[src/common/qa_drv_pkg.sv]
package qa_drv_pkg;

    // ------------------------------------------------------------
    // Link and client widths
    // ------------------------------------------------------------

    // Line width reduced from the full link width
    localparam int CL_WIDTH        = 128;
    localparam int UMF_WIDTH       = 32;
    localparam int CHUNKS_PER_LINE = CL_WIDTH / UMF_WIDTH;
    localparam int TXHDR_WIDTH     = 61;
    localparam int RXHDR_WIDTH     = 18;

    // Reorder depth and also the number of read credits
    localparam int ROB_SLOTS       = 8;

    // ------------------------------------------------------------
    // Vector types
    // ------------------------------------------------------------
    typedef logic [31:0]                          t_cl_addr;
    typedef logic [15:0]                          t_line_count;
    typedef logic [$clog2(ROB_SLOTS)-1:0]         t_rob_tag;
    // One extra bit so a full pool of ROB_SLOTS fits
    typedef logic [$clog2(ROB_SLOTS):0]           t_credit;
    typedef logic [$clog2(CHUNKS_PER_LINE)-1:0]   t_chunk_idx;
    typedef logic [CL_WIDTH-1:0]                  t_cl_data;
    typedef logic [UMF_WIDTH-1:0]                 t_umf;
    typedef logic [TXHDR_WIDTH-1:0]               t_tx_hdr;
    typedef logic [RXHDR_WIDTH-1:0]               t_rx_hdr;
    typedef logic [13:0]                          t_csr_addr;
    typedef logic [3:0]                           t_req_type;

    // ------------------------------------------------------------
    // CSR map and request codes
    // ------------------------------------------------------------
    localparam t_csr_addr CSR_BASE_ADDR  = 14'd1;
    // Writing the count kicks off a run
    localparam t_csr_addr CSR_LINE_COUNT = 14'd2;

    localparam t_req_type REQ_RDLINE     = 4'h4;

    // Transmit header field positions
    localparam int TXHDR_TYPE_LSB = 52;
    localparam int TXHDR_ADDR_LSB = 14;
    localparam int TXHDR_TAG_LSB  = 0;

    // ------------------------------------------------------------
    // FSM encodings
    // ------------------------------------------------------------
    typedef enum logic [0:0] {
        REQ_IDLE,
        REQ_ISSUE
    } t_req_state;

    typedef enum logic [0:0] {
        UNP_EMPTY,
        UNP_SEND
    } t_unpack_state;

endpackage

[src/fifo_from_host/qa_drv_read_requester.sv]
`timescale 1ns/1ns

module qa_drv_read_requester
    import qa_drv_pkg::*;
(
    input  logic        vl_clk_LPdomain_32ui,
    input  logic        rst_n,
    input  t_cl_addr    cfg_base,
    input  t_line_count cfg_count,
    input  logic        cfg_start,
    // Registered copy of the link almost-full
    input  logic        almfull,
    // One credit back per freed reorder slot
    input  logic        slot_free_pulse,
    output logic        req_valid,
    output t_cl_addr    req_addr,
    output t_rob_tag    req_tag
);

    t_req_state  state;
    t_line_count lines_left;
    t_credit     credits;

    // Issue when the link has room and a slot is reserved for the reply
    assign req_valid = (state == REQ_ISSUE) && !almfull &&
                       (credits != '0) && (lines_left != '0);

    // ------------------------------------------------------------
    // Address walk and line countdown
    // ------------------------------------------------------------
    always_ff @(posedge vl_clk_LPdomain_32ui)
    begin
        if (!rst_n)
        begin
            state      <= REQ_IDLE;
            req_addr   <= '0;
            lines_left <= '0;
            req_tag    <= '0;
        end
        else
        begin
            case (state)
                REQ_IDLE:
                begin
                    // Zero length runs never leave idle
                    if (cfg_start && (cfg_count != '0))
                    begin
                        req_addr   <= cfg_base;
                        lines_left <= cfg_count;
                        state      <= REQ_ISSUE;
                    end
                end
                default:
                begin
                    if (req_valid)
                    begin
                        req_addr   <= req_addr + 1'b1;
                        lines_left <= lines_left - 1'b1;
                        // Tag keeps running across runs to stay in step with the ROB head
                        req_tag    <= req_tag + 1'b1;
                        if (lines_left == t_line_count'(1))
                        begin
                            state <= REQ_IDLE;
                        end
                    end
                end
            endcase
        end
    end

    // Credit pool sized to the reorder buffer
    always_ff @(posedge vl_clk_LPdomain_32ui)
    begin
        if (!rst_n)
        begin
            credits <= t_credit'(ROB_SLOTS);
        end
        else if (req_valid && !slot_free_pulse)
        begin
            credits <= credits - 1'b1;
        end
        else if (!req_valid && slot_free_pulse)
        begin
            credits <= credits + 1'b1;
        end
    end

    // A credit only comes back while one is out
    assert property (@(posedge vl_clk_LPdomain_32ui) disable iff (!rst_n)
        slot_free_pulse |-> (credits != t_credit'(ROB_SLOTS)));

    // More frees than requests would mean the ROB lost track of a slot
    assert property (@(posedge vl_clk_LPdomain_32ui) disable iff (!rst_n)
        credits <= t_credit'(ROB_SLOTS));

endmodule

[src/fifo_from_host/qa_drv_read_rob.sv]
`timescale 1ns/1ns

module qa_drv_read_rob
    import qa_drv_pkg::*;
(
    input  logic     vl_clk_LPdomain_32ui,
    input  logic     rst_n,

    // Slot reservation from the requester
    input  logic     req_valid,
    input  t_rob_tag req_tag,

    // Read responses in any order
    input  logic     rsp_valid,
    input  t_rob_tag rsp_tag,
    input  t_cl_data rsp_data,

    // Head line handshake with the unpacker
    input  logic     line_taken,
    output logic     line_valid,
    output t_cl_data line_data,
    output logic     slot_free_pulse
);

    // ------------------------------------------------------------
    // Slot storage
    // ------------------------------------------------------------

    // Pending means requested and still waiting on the host
    logic [ROB_SLOTS-1:0] slot_pending;
    // Valid means data landed and awaits release
    logic [ROB_SLOTS-1:0] slot_valid;
    t_cl_data             slot_data [ROB_SLOTS];
    // Oldest outstanding tag
    t_rob_tag             head;

    // Head slot drives the unpacker directly
    assign line_valid = slot_valid[head];
    assign line_data  = slot_data[head];

    // Line data has no reset
    always_ff @(posedge vl_clk_LPdomain_32ui)
    begin
        if (rsp_valid)
        begin
            slot_data[rsp_tag] <= rsp_data;
        end
    end

    // Slot state and head pointer
    always_ff @(posedge vl_clk_LPdomain_32ui)
    begin
        if (!rst_n)
        begin
            slot_pending    <= '0;
            slot_valid      <= '0;
            head            <= '0;
            slot_free_pulse <= 1'b0;
        end
        else
        begin
            if (req_valid)
            begin
                slot_pending[req_tag] <= 1'b1;
            end
            if (rsp_valid)
            begin
                slot_pending[rsp_tag] <= 1'b0;
                slot_valid[rsp_tag]   <= 1'b1;
            end
            // Release the head and step to the next tag in order
            if (line_taken)
            begin
                slot_valid[head] <= 1'b0;
                head             <= head + 1'b1;
            end
            // Credit goes back one cycle after the slot is free
            slot_free_pulse <= line_taken;
        end
    end

    // Host answers only what was asked for
    assert property (@(posedge vl_clk_LPdomain_32ui) disable iff (!rst_n)
        rsp_valid |-> slot_pending[rsp_tag]);

    // Requester credits keep it off busy slots
    assert property (@(posedge vl_clk_LPdomain_32ui) disable iff (!rst_n)
        req_valid |-> !(slot_pending[req_tag] || slot_valid[req_tag]));

endmodule

[src/fifo_from_host/qa_drv_umf_unpacker.sv]
`timescale 1ns/1ns

module qa_drv_umf_unpacker
    import qa_drv_pkg::*;
(
    input  logic     vl_clk_LPdomain_32ui,
    input  logic     rst_n,

    // Head of the reorder buffer
    input  logic     line_valid,
    input  t_cl_data line_data,
    output logic     line_taken,

    // Client FIFO
    input  logic     rx_fifo_enable,
    output t_umf     rx_fifo_data,
    output logic     rx_fifo_rdy
);

    t_unpack_state state;
    t_cl_data      line_reg;
    t_chunk_idx    chunk_idx;

    // Chunk out whenever a line is loaded
    assign rx_fifo_rdy  = (state == UNP_SEND);
    // Lowest chunk goes first
    assign rx_fifo_data = line_reg[chunk_idx * UMF_WIDTH +: UMF_WIDTH];

    // ------------------------------------------------------------
    // Load and drain FSM
    // ------------------------------------------------------------
    always_ff @(posedge vl_clk_LPdomain_32ui)
    begin
        if (!rst_n)
        begin
            state      <= UNP_EMPTY;
            chunk_idx  <= '0;
            line_taken <= 1'b0;
        end
        else
        begin
            line_taken <= 1'b0;
            case (state)
                UNP_EMPTY:
                begin
                    // Skip the old head while its release is still in flight
                    if (line_valid && !line_taken)
                    begin
                        chunk_idx <= '0;
                        state     <= UNP_SEND;
                    end
                end
                default:
                begin
                    if (rx_fifo_enable)
                    begin
                        chunk_idx <= chunk_idx + 1'b1;
                        if (chunk_idx == t_chunk_idx'(CHUNKS_PER_LINE - 1))
                        begin
                            line_taken <= 1'b1;
                            state      <= UNP_EMPTY;
                        end
                    end
                end
            endcase
        end
    end

    // Local copy of the line being drained
    always_ff @(posedge vl_clk_LPdomain_32ui)
    begin
        if ((state == UNP_EMPTY) && line_valid && !line_taken)
        begin
            line_reg <= line_data;
        end
    end

    // Client FIFO rule
    assert property (@(posedge vl_clk_LPdomain_32ui) disable iff (!rst_n)
        rx_fifo_enable |-> rx_fifo_rdy);

endmodule

[src/rtl/qa_driver.sv]
`timescale 1ns/1ns

module qa_driver
    import qa_drv_pkg::*;
(
    input  logic     vl_clk_LPdomain_32ui,
    input  logic     rst_n,

    // Link channel 0 receive side
    input  t_rx_hdr  c0_rx_hdr,
    input  t_cl_data c0_rx_data,
    input  logic     c0_rx_rdvalid,
    input  logic     c0_rx_cfgvalid,
    input  logic     c0_tx_almfull,

    // Link channel 0 transmit side
    output t_tx_hdr  c0_tx_hdr,
    output logic     c0_tx_rdvalid,

    // Client FIFO
    output t_umf     rx_fifo_data,
    output logic     rx_fifo_rdy,
    input  logic     rx_fifo_enable
);

    // ------------------------------------------------------------
    // Link input registers
    // ------------------------------------------------------------
    t_rx_hdr     rx_hdr_q;
    t_cl_data    rx_data_q;
    logic        rx_rdvalid_q;
    logic        rx_cfgvalid_q;
    logic        almfull_q;

    // Payload needs no reset
    always_ff @(posedge vl_clk_LPdomain_32ui)
    begin
        rx_hdr_q  <= c0_rx_hdr;
        rx_data_q <= c0_rx_data;
    end

    always_ff @(posedge vl_clk_LPdomain_32ui)
    begin
        if (!rst_n)
        begin
            rx_rdvalid_q  <= 1'b0;
            rx_cfgvalid_q <= 1'b0;
            almfull_q     <= 1'b0;
        end
        else
        begin
            rx_rdvalid_q  <= c0_rx_rdvalid;
            rx_cfgvalid_q <= c0_rx_cfgvalid;
            almfull_q     <= c0_tx_almfull;
        end
    end

    // ------------------------------------------------------------
    // Internal wiring
    // ------------------------------------------------------------
    t_cl_addr    cfg_base;
    t_line_count cfg_count;
    logic        cfg_start;
    logic        req_valid;
    t_cl_addr    req_addr;
    t_rob_tag    req_tag;
    t_rob_tag    rsp_tag;
    logic        slot_free_pulse;
    logic        line_valid;
    t_cl_data    line_data;
    logic        line_taken;
    t_tx_hdr     tx_hdr_next;

    // Read responses carry the slot tag in the low header bits
    assign rsp_tag = t_rob_tag'(rx_hdr_q);

    // Read request header, unused fields stay zero
    always_comb
    begin
        tx_hdr_next = '0;
        tx_hdr_next[TXHDR_TYPE_LSB +: $bits(t_req_type)] = REQ_RDLINE;
        tx_hdr_next[TXHDR_ADDR_LSB +: $bits(t_cl_addr)]  = req_addr;
        tx_hdr_next[TXHDR_TAG_LSB +: $bits(t_rob_tag)]   = req_tag;
    end

    // ------------------------------------------------------------
    // Transmit output register
    // ------------------------------------------------------------
    always_ff @(posedge vl_clk_LPdomain_32ui)
    begin
        c0_tx_hdr <= tx_hdr_next;
    end

    always_ff @(posedge vl_clk_LPdomain_32ui)
    begin
        if (!rst_n)
        begin
            c0_tx_rdvalid <= 1'b0;
        end
        else
        begin
            c0_tx_rdvalid <= req_valid;
        end
    end

    // Config decode
    qa_drv_csr u_csr (
        .vl_clk_LPdomain_32ui (vl_clk_LPdomain_32ui),
        .rst_n                (rst_n),
        .cfg_valid            (rx_cfgvalid_q),
        .cfg_hdr              (rx_hdr_q),
        .cfg_data             (rx_data_q),
        .cfg_base             (cfg_base),
        .cfg_count            (cfg_count),
        .cfg_start            (cfg_start)
    );

    // Producer of line reads
    qa_drv_read_requester u_requester (
        .vl_clk_LPdomain_32ui (vl_clk_LPdomain_32ui),
        .rst_n                (rst_n),
        .cfg_base             (cfg_base),
        .cfg_count            (cfg_count),
        .cfg_start            (cfg_start),
        .almfull              (almfull_q),
        .slot_free_pulse      (slot_free_pulse),
        .req_valid            (req_valid),
        .req_addr             (req_addr),
        .req_tag              (req_tag)
    );

    // Puts responses back in address order
    qa_drv_read_rob u_rob (
        .vl_clk_LPdomain_32ui (vl_clk_LPdomain_32ui),
        .rst_n                (rst_n),
        .req_valid            (req_valid),
        .req_tag              (req_tag),
        .rsp_valid            (rx_rdvalid_q),
        .rsp_tag              (rsp_tag),
        .rsp_data             (rx_data_q),
        .line_taken           (line_taken),
        .line_valid           (line_valid),
        .line_data            (line_data),
        .slot_free_pulse      (slot_free_pulse)
    );

    // Line to chunk conversion for the client
    qa_drv_umf_unpacker u_unpacker (
        .vl_clk_LPdomain_32ui (vl_clk_LPdomain_32ui),
        .rst_n                (rst_n),
        .line_valid           (line_valid),
        .line_data            (line_data),
        .rx_fifo_enable       (rx_fifo_enable),
        .line_taken           (line_taken),
        .rx_fifo_data         (rx_fifo_data),
        .rx_fifo_rdy          (rx_fifo_rdy)
    );

endmodule

[src/rtl/qa_drv_csr.sv]
`timescale 1ns/1ns

module qa_drv_csr
    import qa_drv_pkg::*;
(
    input  logic        vl_clk_LPdomain_32ui,
    input  logic        rst_n,

    // Registered config write from link channel 0
    input  logic        cfg_valid,
    input  t_rx_hdr     cfg_hdr,
    input  t_cl_data    cfg_data,

    // Run parameters for the requester
    output t_cl_addr    cfg_base,
    output t_line_count cfg_count,
    output logic        cfg_start
);

    // CSR address sits in the low header bits
    t_csr_addr csr_addr;

    assign csr_addr = t_csr_addr'(cfg_hdr);

    // Register file and start pulse
    // Unknown addresses fall through with no effect
    always_ff @(posedge vl_clk_LPdomain_32ui)
    begin
        if (!rst_n)
        begin
            cfg_base  <= '0;
            cfg_count <= '0;
            cfg_start <= 1'b0;
        end
        else
        begin
            // Start is a single cycle strobe
            cfg_start <= 1'b0;
            if (cfg_valid && (csr_addr == CSR_BASE_ADDR))
            begin
                cfg_base <= t_cl_addr'(cfg_data);
            end
            if (cfg_valid && (csr_addr == CSR_LINE_COUNT))
            begin
                cfg_count <= t_line_count'(cfg_data);
                cfg_start <= 1'b1;
            end
        end
    end

endmodule

[config.mk]
export PLATFORM = sky130hd
export DESIGN_NAME = qa_driver
export DESIGN_NICKNAME = d
export VERILOG_FILES = /design/src/common/qa_drv_pkg.sv /design/src/fifo_from_host/qa_drv_read_requester.sv /design/src/fifo_from_host/qa_drv_read_rob.sv /design/src/fifo_from_host/qa_drv_umf_unpacker.sv /design/src/rtl/qa_driver.sv /design/src/rtl/qa_drv_csr.sv
export SDC_FILE = /design/constraint.sdc
export NUM_CORES = 2
export LEC_CHECK = 0
export ABC_AREA = 0
export BUFFER_PORTS_ARGS = -buffer_cell sky130_fd_sc_hd__buf_2
export CAP_MARGIN = 5
export CORE_AREA = 2 2 332 334
export CTS_CLUSTER_SIZE = 14
export DETAILED_ROUTE_END_ITERATION = 16
export DIE_AREA = 0 0 334 336
export GPL_TIMING_DRIVEN = 0
export HOLD_SLACK_MARGIN = 0.15
export PLACE_DENSITY = 0.67
export SYNTH_ARGS = -nofsm -noshare
export SYNTH_HDL_FRONTEND = slang
export SYNTH_SLANG_ARGS = --single-unit
[constraint.sdc]
create_clock -name vl_clk_LPdomain_32ui -period 21.6 [get_ports vl_clk_LPdomain_32ui]
set_input_delay 1.08 -clock vl_clk_LPdomain_32ui [delete_from_list [all_inputs] [get_ports vl_clk_LPdomain_32ui]]
set_output_delay 1.08 -clock vl_clk_LPdomain_32ui [all_outputs]
set_load 0.01 [all_outputs]
==> flow_summary.json <==
{
  "portBuffers": 216,
  "viasPerCell": 5.83,
  "layout.nets": 3245,
  "setup_ws_ps": 17400,
  "groute.usage.overall": 0.232,
  "yosys_warnings": 0,
  "grt_pass1_vias": 26800,
  "post-cts-setup-buffer-count": 0,
  "synth_common_cells": "edfxtp_1, dfxtp_1, mux4_2",
  "p_leak_nw": 20.1,
  "grt_pass1_wl_um": 187000,
  "syn_to_final_growth_pct": 17.0,
  "core_sq_um": 108000,
  "end_kind": "output pin",
  "setup_viol": 0,
  "dpl.hpwl_um": 88400,
  "stdcell_count": 4628,
  "totalWireLength_um": 129000,
  "vias": 27000,
  "drt-pass1-iter-count": 6,
  "ir_worst_vdd_mv": 0.0794,
  "insertion_delay_ps": 750,
  "skew_ps": 26.3,
  "period_needed_ps": 4200,
  "cts.repair.resized": 0,
  "tightest_slew_ps": 1350,
  "netlist.area_leader.share": 0.656,
  "antenna_left": 0,
  "synthArstFlopShare": 0,
  "clk_pin_slew_ps": 60,
  "critPathMaxFanout": 10,
  "grt-ovfl-total": 0,
  "dp_slack_ps": 17890,
  "cp.required_ps": 20520,
  "synth_edf_count": 1152,
  "num_rows": 121,
  "fin_crit_sh": 0.194,
  "clock_sinks": 1454,
  "syn_area_per_cell_sq_um": 20.1,
  "clockRootBuffer": "clkbuf_16",
  "yosysTopAreaCell": "edfxtp_1",
  "cts_tree": "built",
  "antenna_found_initial": 15,
  "gp_congestion": 0.859,
  "yosys-top-cells-area": "edfxtp_1, mux4_2, dfxtp_1",
  "die_h_um": 336,
  "synth_most_common_cell": "edfxtp_1",
  "largest_reg_flops": 1024,
  "drv_slew": 0,
  "initial_utilization": 0.487,
  "drive_gt1_frac": 0.315,
  "syn_inst": 2621,
  "syn_area_sq_um": 52800,
  "fmax_mhz": 238,
  "ctsLongestPathBuffers": 3,
  "ys_seq_area_frac": 0.770,
  "power.density_nw_per_um2": 91.4,
  "drc": 0,
  "fp.dieW_um": 334,
  "startpoint_type": "register",
  "rsz0062_at_grt": "false",
  "synthFlopType": "edfxtp_1",
  "drt_iter0_drc": 3211,
  "grt_start_max_net_pins": 36,
  "outcome": "complete, no violations",
  "netlist-cell-type-count": 66,
  "finalSetupTns_ps": 0,
  "arrival_ps": 3120,
  "relSlewSlack": 0.0998,
  "placedCellCount": 4350,
  "hold_buffers": 0,
  "dieArea_sq_um": 112000,
  "cts_buffers": 146,
  "post_drt_wl_per_cell_um": 28.0,
  "hold_class": "register to register",
  "maxCapViolations": 0,
  "power.total_w": 0.00564,
  "ioPinCount": 247,
  "cts_max_level": 4,
  "path_class": "register to output pin",
  "hold_violations": 0,
  "ys_ff_latch": 1454
}
==> worst max-delay path: stages, from the launching register on <==
cell	delay [ps]
dfxtp_1	340
clkbuf_1	370
buf_1	740
mux4_2	720
buf_2	190
==> routing by layer <==
metal,vias to the layer above,GRT usage,part of all wire
li1,11500,-,-
met1,14100,0.321,0.41
met3,202,0.0415,0.074
met4,6,0.0687,0.026
met5,-,0,0.00036
met2,1233,0.379,0.49
==> cells by family (layout without fill, tap and decap cells) <==
family	after synthesis	in the layout	share of synthesized area
flops	1454	1454	0.770
other cells	2	31	0.000142
compound gates	220	220	0.0260
simple gates	322	322	0.0307
buf+inv	166	730	0.0145
fa+ha+maj	9	9	0.00213
mux	442	442	0.155
xor+xnor	6	6	0.000996
==> cells in the final DEF, fill, tap and decap left out, types with 23 or more instances in the layout <==
master,n
edfxtp_1,1152
dfxtp_1,302
mux4_2,288
buf_2,239
clkbuf_16,150
mux2_2,130
clkbuf_1,126
nand2_1,116
a21oi_1,91
nor2_1,49
clkinv_2,35
buf_12,32
buf_6,30
buf_4,28
o21ai_1,27
conb_1,26
mux2i_1,24
nand3_1,23
==> path summary, 6_finish.rpt <==
check	to	slack [ps]	from	depth (start not counted)
max	rx_fifo_data[6]	17400	u_unpacker.chunk_idx[0]	4
min reg2reg	c0_tx_hdr[31]	360	u_requester.req_addr[17]	0
min	c0_tx_hdr[31]	360	u_requester.req_addr[17]	0
max reg2reg	u_requester.credits[2]	17820	u_requester.lines_left[0]	14
==> power breakdown <==
group          internal [W]  switching, W
Clock               0.00139       0.00105
Combinational     0.0000385     0.0000494
Sequential          0.00307     0.0000417
Total               0.00451       0.00114
==> metrics by stage <==
stage | hold WS [ps] | utilization | area, sq um
2_1_floorplan | 329 | - | 52800
3_3_place_gp | 331 | 0.514 | 55700
3_5_place_dp | 355 | 0.526 | 57100
4_1_cts | 362 | 0.569 | 61700
5_1_grt | 372 | 0.569 | 61700
6_report | 360 | 0.569 | 61700
==> area by class of cell <==
| cell class | count | area [sq um] |
|---|---|---|
| Sequential cell | 1454 | 40600 |
| Tap cell | 1414 | 1770 |
| Clock buffer | 200 | 4080 |
| Antenna cell | 5 | 12.5 |
| Timing Repair Buffer | 291 | 2370 |
| Buffer | 157 | 731 |
| Fill cell | 7982 | 46700 |
| Clock inverter | 73 | 582 |
| Multi-Input combinational cell | 1025 | 11500 |
| Inverter | 9 | 33.8 |
No activity file was read; power rests on OpenSTA's default activity.
